### config.mk
export PLATFORM = sky130hd
export DESIGN_NAME = snes_mem_top
export DESIGN_NICKNAME = d
export VERILOG_FILES = /design/src/sdram_port_pkg.sv /design/src/snes_bus_pkg.sv /design/src/mem_req_decode.sv /design/src/read_data_steer.sv /design/src/sdram_cmd_issue.sv /design/src/snes_mem_top.sv
export SDC_FILE = /design/constraint.sdc
export NUM_CORES = 1
export LEC_CHECK = 0
export BUFFER_PORTS_ARGS = -buffer_cell sky130_fd_sc_hd__clkbuf_2
export CORE_UTILIZATION = 45
export DETAILED_ROUTE_END_ITERATION = 12
export GPL_ROUTABILITY_DRIVEN = 0
export PLACE_DENSITY = 0.9
export SLEW_MARGIN = 40
export SYNTH_ARGS = -nofsm -noshare
export SYNTH_HDL_FRONTEND = slang
export SYNTH_SLANG_ARGS = --single-unit
### constraint.sdc
create_clock -name wclk -period 2.7 [get_ports wclk]
set_input_delay 0.135 -clock wclk [delete_from_list [all_inputs] [get_ports wclk]]
set_output_delay 0.135 -clock wclk [all_outputs]
set_load 0.01 [all_outputs]
### src/sdram_port_pkg.sv
// sdram command port types
package sdram_port_pkg;

    // one sdram command, valid for a single wclk cycle
    typedef struct packed {
        logic [23:0] addr;   // byte address
        logic [15:0] data;   // write data
        logic [1:0]  ds;     // byte lane mask, bit 1 = high byte
        logic        port;   // 0 rom/loader, 1 wram
        logic        rd;     // read pulse
        logic        wr;     // write pulse
    } sdram_cmd_t;

    // lane info of a pending read
    typedef struct packed {
        logic port;          // which port the data returns on
        logic word;          // rom word access, no swap
        logic a0;            // odd byte address
    } lane_sel_t;

    // both lanes, used by 16-bit rom reads
    localparam logic [1:0] ds_both = 2'b11;

endpackage

### src/snes_bus_pkg.sv
// snes side bus types
package snes_bus_pkg;

    // rom bus as the sdram side sees it
    typedef struct packed {
        logic [23:0] addr;   // byte address from the cartridge mapper
        logic        ce;     // chip enable, active high
        logic        word;   // 16-bit access
    } rom_req_t;

    // work ram bus, 128KB
    typedef struct packed {
        logic [16:0] addr;
        logic        sel;    // wram selected
        logic        rd;     // read level
        logic        wr;     // write level
        logic [7:0]  data;   // write byte
    } wram_req_t;

    // one byte from the rom loader
    typedef struct packed {
        logic [7:0] data;
        logic       valid;   // one cycle pulse
    } load_byte_t;

    // request opcode, none must stay at zero
    typedef enum logic [2:0] {
        op_none    = 3'd0,
        op_load_wr = 3'd1,   // loader byte into rom space
        op_rom_rd  = 3'd2,
        op_wram_rd = 3'd3,
        op_wram_wr = 3'd4
    } mem_op_e;

    // decoded request handed to the command stage
    typedef struct packed {
        mem_op_e     op;
        logic [23:0] addr;   // sdram byte address
        logic [15:0] data;   // write data, byte already duplicated
        logic        word;   // rom word access
        logic        a0;     // byte address bit 0, picks the lane
    } mem_req_t;

endpackage

### src/mem_req_decode.sv
// snes memory request decode
`timescale 1ns/100ps

module mem_req_decode #(
    parameter int         addr_w    = 24,
    parameter logic [6:0] wram_base = 7'b1110111
) (
    input  logic                     wclk,
    input  logic                     resetn,
    input  logic                     sdram_busy,
    input  logic                     loader_fail,
    input  logic                     frame_pause,
    input  logic                     sysclkf_ce,
    input  logic                     sysclkr_ce,
    input  logic                     loading,
    input  snes_bus_pkg::load_byte_t load_byte,
    input  snes_bus_pkg::rom_req_t   rom_req,
    input  snes_bus_pkg::wram_req_t  wram_req,
    output logic                     enable,
    output snes_bus_pkg::mem_req_t   req
);
    import snes_bus_pkg::*;

    logic              f2;              // fall strobe, registered
    logic              r2;              // rise strobe, registered
    logic              loading_r;
    logic [addr_w-1:0] load_addr;       // next loader byte address
    logic [addr_w-1:0] load_addr_cur;   // address used this cycle
    logic              load_rise;
    logic              load_wr;
    logic              rom_rd;
    logic              wram_rd;
    logic              wram_wr;

    // start of a new load restarts at address 0
    assign load_rise     = loading & ~loading_r;
    assign load_addr_cur = load_rise ? '0 : load_addr;

    assign load_wr = loading & load_byte.valid;
    assign rom_rd  = rom_req.ce & f2 & enable;                  // reads on fall strobe
    assign wram_rd = wram_req.sel & wram_req.rd & f2 & enable;
    assign wram_wr = wram_req.sel & wram_req.wr & r2 & enable;  // writes on rise strobe

    always_ff @(posedge wclk) begin
        if (!resetn) begin
            enable    <= 1'b0;
            f2        <= 1'b0;
            r2        <= 1'b0;
            loading_r <= 1'b0;
            load_addr <= '0;
        end else begin
            // core runs only while memory is ready and no pause is pending
            enable    <= ~(sdram_busy | loader_fail | frame_pause);
            f2        <= sysclkf_ce & enable;
            r2        <= sysclkr_ce & enable;
            loading_r <= loading;
            if (load_wr) begin
                load_addr <= load_addr_cur + addr_w'(1);   // post increment
            end else if (load_rise) begin
                load_addr <= '0;
            end
        end
    end

    // one request per cycle, loader first, then rom, then wram
    always_comb begin
        req      = '0;
        req.op   = op_none;
        if (load_wr) begin
            req.op   = op_load_wr;
            req.addr = 24'(load_addr_cur);
            req.data = {load_byte.data, load_byte.data};   // byte on both lanes
            req.a0   = load_addr_cur[0];
        end else if (rom_rd) begin
            req.op   = op_rom_rd;
            req.addr = rom_req.addr;
            req.word = rom_req.word;
            req.a0   = rom_req.addr[0];
        end else if (wram_rd || wram_wr) begin
            req.op   = wram_rd ? op_wram_rd : op_wram_wr;
            req.addr = 24'({wram_base, wram_req.addr});    // EE0000-EFFFFF by default
            req.data = {wram_req.data, wram_req.data};
            req.a0   = wram_req.addr[0];
        end
    end

endmodule

### src/read_data_steer.sv
// sdram read data steering
`timescale 1ns/100ps

module read_data_steer (
    input  logic                      wclk,
    input  logic                      resetn,
    input  logic                      cmd_rd,
    input  sdram_port_pkg::lane_sel_t issued_lane,
    input  logic [15:0]               port0_q,
    input  logic [15:0]               port1_q,
    output logic [15:0]               rom_q,
    output logic [7:0]                wram_q
);
    import sdram_port_pkg::*;

    lane_sel_t rom_lane;    // lane of the last rom read
    lane_sel_t wram_lane;   // lane of the last wram read

    // each port keeps its own lane so outputs hold across reads of the other
    always_ff @(posedge wclk) begin
        if (!resetn) begin
            rom_lane  <= '0;
            wram_lane <= '0;
        end else if (cmd_rd) begin
            if (issued_lane.port) begin
                wram_lane <= issued_lane;
            end else begin
                rom_lane <= issued_lane;
            end
        end
    end

    // odd byte access gets the high byte moved down
    assign rom_q = (rom_lane.word || !rom_lane.a0) ? port0_q
                                                   : {port0_q[7:0], port0_q[15:8]};

    assign wram_q = wram_lane.a0 ? port1_q[15:8] : port1_q[7:0];   // byte by bit 0

endmodule

### src/sdram_cmd_issue.sv
// sdram command register
`timescale 1ns/100ps

module sdram_cmd_issue #(
    parameter int addr_w = 24
) (
    input  logic                      wclk,
    input  logic                      resetn,
    input  snes_bus_pkg::mem_req_t    req,
    output sdram_port_pkg::sdram_cmd_t cmd,
    output sdram_port_pkg::lane_sel_t  issued_lane
);
    import snes_bus_pkg::*;
    import sdram_port_pkg::*;

    // drops address bits above the sdram size
    localparam logic [23:0] addr_mask = 24'((64'd1 << addr_w) - 64'd1);

    sdram_cmd_t cmd_d;
    lane_sel_t  lane_d;
    logic [1:0] lane_ds;   // single byte lane from bit 0

    assign lane_ds = {req.a0, ~req.a0};

    always_comb begin
        cmd_d  = '0;       // op_none leaves everything low
        lane_d = '0;
        case (req.op)
            op_load_wr: begin
                cmd_d.wr   = 1'b1;
                cmd_d.data = req.data;
                cmd_d.ds   = lane_ds;
            end
            op_rom_rd: begin
                cmd_d.rd = 1'b1;
                cmd_d.ds = ds_both;   // full word, steer picks the byte
            end
            op_wram_rd: begin
                cmd_d.rd   = 1'b1;
                cmd_d.port = 1'b1;
                cmd_d.ds   = lane_ds;
            end
            op_wram_wr: begin
                cmd_d.wr   = 1'b1;
                cmd_d.port = 1'b1;
                cmd_d.data = req.data;
                cmd_d.ds   = lane_ds;
            end
            default: begin
            end
        endcase
        if (req.op != op_none) begin
            cmd_d.addr  = req.addr & addr_mask;
            lane_d.port = cmd_d.port;
            lane_d.word = req.word;
            lane_d.a0   = req.a0;
        end
    end

    // every command lasts exactly one cycle
    always_ff @(posedge wclk) begin
        if (!resetn) begin
            cmd         <= '0;
            issued_lane <= '0;
        end else begin
            cmd         <= cmd_d;
            issued_lane <= lane_d;   // meaningful only with cmd.rd
        end
    end

endmodule

### src/snes_mem_top.sv
// snes sdram request path
`timescale 1ns/100ps

module snes_mem_top #(
    parameter int         addr_w    = 24,
    parameter logic [6:0] wram_base = 7'b1110111
) (
    input  logic                       wclk,
    input  logic                       resetn,
    input  logic                       sdram_busy,
    input  logic                       loader_fail,
    input  logic                       frame_pause,
    input  logic                       sysclkf_ce,
    input  logic                       sysclkr_ce,
    input  logic                       loading,
    input  snes_bus_pkg::load_byte_t   load_byte,
    input  snes_bus_pkg::rom_req_t     rom_req,
    input  snes_bus_pkg::wram_req_t    wram_req,
    input  logic [15:0]                port0_q,
    input  logic [15:0]                port1_q,
    output logic                       enable,
    output sdram_port_pkg::sdram_cmd_t cmd,
    output logic [15:0]                rom_q,
    output logic [7:0]                 wram_q
);
    import snes_bus_pkg::*;
    import sdram_port_pkg::*;

    mem_req_t  req;           // decoded request, one per cycle
    lane_sel_t issued_lane;   // lane of the command in flight

    mem_req_decode #(
        .addr_w    (addr_w),
        .wram_base (wram_base)
    ) u_decode (
        .wclk        (wclk),
        .resetn      (resetn),
        .sdram_busy  (sdram_busy),
        .loader_fail (loader_fail),
        .frame_pause (frame_pause),
        .sysclkf_ce  (sysclkf_ce),
        .sysclkr_ce  (sysclkr_ce),
        .loading     (loading),
        .load_byte   (load_byte),
        .rom_req     (rom_req),
        .wram_req    (wram_req),
        .enable      (enable),
        .req         (req)
    );

    sdram_cmd_issue #(
        .addr_w (addr_w)
    ) u_issue (
        .wclk        (wclk),
        .resetn      (resetn),
        .req         (req),
        .cmd         (cmd),
        .issued_lane (issued_lane)
    );

    read_data_steer u_steer (
        .wclk        (wclk),
        .resetn      (resetn),
        .cmd_rd      (cmd.rd),
        .issued_lane (issued_lane),
        .port0_q     (port0_q),
        .port1_q     (port1_q),
        .rom_q       (rom_q),
        .wram_q      (wram_q)
    );

endmodule

==> results.toml <==
[routing]
avgViaCountPerCell = 5.24
route.top_layer_used = "met4"
drt_iter0_markers = 183
routed_wirelength_microns = 9250
wl_met1_microns = 3660
detailroute.wirelength.met2_microns = 4870
average_wire_per_cell_in_the_routed_design_microns = 14.4
routed-via-count = 3367
post-route-drc-count = 0
postRouteAntennaNets = 0
met3RoutedLength_microns = 604
first_pass_iters = 5

[setup_path]
cp_slowest_cell = "sky130_fd_sc_hd__dfxtp_1"
r2r_setup_slack_ns = 0.40
critical_path.n_buffers_inverters = 0
end_kind = "register"
crit_arrival_ns = 2.55
cp_class = "register to register"
worstRegToRegCells = 8
path_cells = "nand2b_4, and2_1, ha_1, and4_1, nand4_4, nor3_1, a31oi_1, o21a_1"
timing.rr.end = "u_decode.load_addr[14]$_SDFF_PN0_"
worst_r2r_startpoint = "u_decode.loading_r$_SDFF_PN0_"
cpLargestDelayFamily = "simple AND/OR/NAND/NOR gates"
worst_setup_path_start_kind = "register"
worst-endpoint-required_ns = 2.94
worst_path_largest_cell_delay_ns = 0.49
critical_path.max_fanout = 22

[flow_run]
number_of_max_cap_violations = 0

[pwr]
power_density_nw_per_um2 = 516
vdd.ir_drop.worst_mv = 0.331
p_leak_nw = 2.03

[finish]
utilization_pct = 63.5
most_frequent_standard_cell_in_the_layout_excluding_fill_and_tap_cells = "sky130_fd_sc_hd__clkbuf_2"
fillers = 599
final_cell_mix = "sky130_fd_sc_hd__clkbuf_2, sky130_fd_sc_hd__nand2_1, sky130_fd_sc_hd__dfxtp_1"
sequential_cell_area_sq_um = 1400
area_growth_syn_to_layout_pct = 32.8
final_area_sq_um = 4410
antenna-diode-count = 0
fin_nets = 647
layout-drive-gt1-share_pct = 39.3
multi_input_area_sq_um = 1710

[timing]
max_slew.worst_pin.slew_ns = 0.669
totalNegativeSetupSlack_ns = 0
final_max_slew_viol_count = 0
worst_hold_slack_ns = 0.0251
finalSetupViolCount = 0
fmaxAchievable_mhz = 434
timing.max_slew.rel_slack_pct = 55.1
fin_worst_skew_ns = 0.00883
rsz0062_at_grt = "false"
timing.final.crit_period_ns = 2.30
timing_hold_violations_final = 0
period_share_pct = 85.4

[clocking]
clock_tree.root_cell = "sky130_fd_sc_hd__clkbuf_8"
htreeDepth = 3
clkSinkCount = 70
clk_pin_slew_worst_paths_ns = 0.08
tritoncts_clock_tree = "yes"
clk-insertion-delay-late_ns = 0.34
cts_made_buffers = 9
cts_buffer_depth = 2

[synthesis]
postSynthAreaPerCell_sq_um = 8.60
yosysSeqAreaShare_pct = 42.2
synth-async-reset-ratio_pct = 0
ff_latch_count_synth = 70
yosys.cell_types.count = 48
synth.cell_area_sq_um = 3320
synthesis.yosys.warnings = 0
synth_top_flop_cell = "sky130_fd_sc_hd__dfxtp_1"
synth_cells = 386
synth_enable_flop_cells = 0
mappedNetlistNets = 490

[floorplan]
ios = 173
die_h_microns = 87.9
floorplan.die_area_sq_um = 7720
core_region_area_sq_um = 6940
rows = 30
die_width_microns = 87.9
initial_core_utilization_pct = 47.8

[hold_path]
hold_worst_path_end = "u_issue.cmd[33]$_SDFF_PN0_"
hp-start = "wram_req[23]"
worstHoldPathType = "primary input to register"
min_path_cells = 3

[placement]
place_hpwl_microns = 7190
dpl_cell_area_sq_um = 4140
port_buffers = 172

[global_route]
total_routing_usage_gr_pct = 24.3
globalRouteOverflowTotal = 0
antenna_found_initial = 0
first_global_vias = 3117
grt_first_pass_wirelength_microns = 14200
grt_max_degree = 23

[run_status]
run_status = "complete, no violations"
[layout make-up]
class / instances / area share, %
clock buffer: 10 / 3.12
timing repair buffer: 178 / 20.7
inverter: 4 / 0.341
tap: 96 / 2.72
multi-input combinational: 280 / 38.9
sequential: 70 / 31.8
clock inverter: 5 / 2.41
[worst max-delay path by stage]
| stage | cells after the start | startpoint | to | slack, ns |
|---|---|---|---|---|
| floorplan | 9 | u_decode.loading_r$_SDFF_PN0_ | u_decode.load_addr[20]$_SDFF_PN0_ | 0.73 |
| global placement | 8 | u_decode.loading_r$_SDFF_PN0_ | u_decode.load_addr[20]$_SDFF_PN0_ | 0.58 |
| detailed placement | 8 | u_decode.loading_r$_SDFF_PN0_ | u_decode.load_addr[14]$_SDFF_PN0_ | 0.42 |
| CTS | 8 | u_decode.loading_r$_SDFF_PN0_ | u_decode.load_addr[14]$_SDFF_PN0_ | 0.42 |
| global route | 8 | u_decode.loading_r$_SDFF_PN0_ | u_decode.load_addr[20]$_SDFF_PN0_ | 0.24 |
| finish | 8 | u_decode.loading_r$_SDFF_PN0_ | u_decode.load_addr[14]$_SDFF_PN0_ | 0.40 |
[flip-flops by register name, indices dropped and copies added, names as in the netlist]
| register | flops |
|---|---|
| u_decode.load_addr | 24 |
| u_decode.loading_r | 1 |
| u_decode.r2 | 1 |
| u_decode.enable | 1 |
| u_issue.issued_lane | 3 |
| u_steer.wram_lane | 1 |
| u_decode.f2 | 1 |
| u_issue.cmd | 36 |
| u_steer.rom_lane | 2 |
[metal layers]
metal / GRT usage, % / up-vias
met5: 0 / -
met4: 10.1 / 0
met3: 5.00 / 12
met2: 46.6 / 135
met1: 25.5 / 1555
li1: - / 1665
[synthesized netlist by cell type (3+ instances only)]
cell type                  instances  area share, %
sky130_fd_sc_hd__a211oi_1          8            1.8
sky130_fd_sc_hd__a21oi_1           8            1.2
sky130_fd_sc_hd__a222oi_1         16            4.8
sky130_fd_sc_hd__a22oi_1           9            2.0
sky130_fd_sc_hd__and2_1            5           0.94
sky130_fd_sc_hd__and3_1           10            1.9
sky130_fd_sc_hd__and4_1            4            1.1
sky130_fd_sc_hd__buf_2             7            1.1
sky130_fd_sc_hd__buf_4            13            2.9
sky130_fd_sc_hd__clkbuf_1          9            1.0
sky130_fd_sc_hd__dfxtp_1          70             42
sky130_fd_sc_hd__inv_1             4           0.45
sky130_fd_sc_hd__mux2_2            8            2.7
sky130_fd_sc_hd__nand2_1          78            8.8
sky130_fd_sc_hd__nand3_1           9            1.4
sky130_fd_sc_hd__nand4_1           3           0.57
sky130_fd_sc_hd__nand4_4           3            1.9
sky130_fd_sc_hd__nor2_1           55            6.2
sky130_fd_sc_hd__nor2b_1           3           0.57
sky130_fd_sc_hd__nor3_1           10            1.5
sky130_fd_sc_hd__o21a_1            3           0.68
sky130_fd_sc_hd__o21ai_0           3           0.45
sky130_fd_sc_hd__xnor2_1          12            3.2
sky130_fd_sc_hd__xor2_1            6            1.6
[through the flow]
| step | cells | power, mW | setup WS (ns) |
|---|---|---|---|
| finish | 643 | 2.28 | 0.395 |
| floorplan | 386 | 1.15 | 0.730 |
| global route | 643 | 2.35 | 0.240 |
| CTS | 643 | 2.29 | 0.417 |
| global placement | 625 | 1.26 | 0.578 |
| detailed placement | 626 | 1.27 | 0.423 |
[worst register-to-register path, delay by kind of cell (launching register included)]
| family | cells | cell delay, ns |
|---|---|---|
| AOI/OAI and AO/OA | 2 | 0.25 |
| DFF | 1 | 0.49 |
| adders and majority gates | 1 | 0.18 |
| and+or+nand+nor | 5 | 1.30 |
[power by group]
group | leakage, nW | internal (mW) | total, mW | switching, mW
clock | 0.119 | 0.637 | 1.03 | 0.393
combinational | 1.34 | 0.0948 | 0.199 | 0.104
sequential | 0.565 | 1.04 | 1.05 | 0.00687
total | 2.03 | 1.77 | 2.28 | 0.504
[logic make-up after synthesis]
kind of cell	count (synthesis)	synth area share, %
compound gates	54	12.6
buf+inv	36	6.26
xor+xnor	18	4.75
simple gates	197	30.5
mux	10	3.32
fa+ha+maj	1	0.377
flops	70	42.2
[repair_timing]
action                     CTS  global route
setup buffers                0             0
hold buffers                 2             0
setup endpoints to repair    0             0
hold endpoints to repair     1             0
resized for setup            0             0
Power figures use the tool's default switching activity.
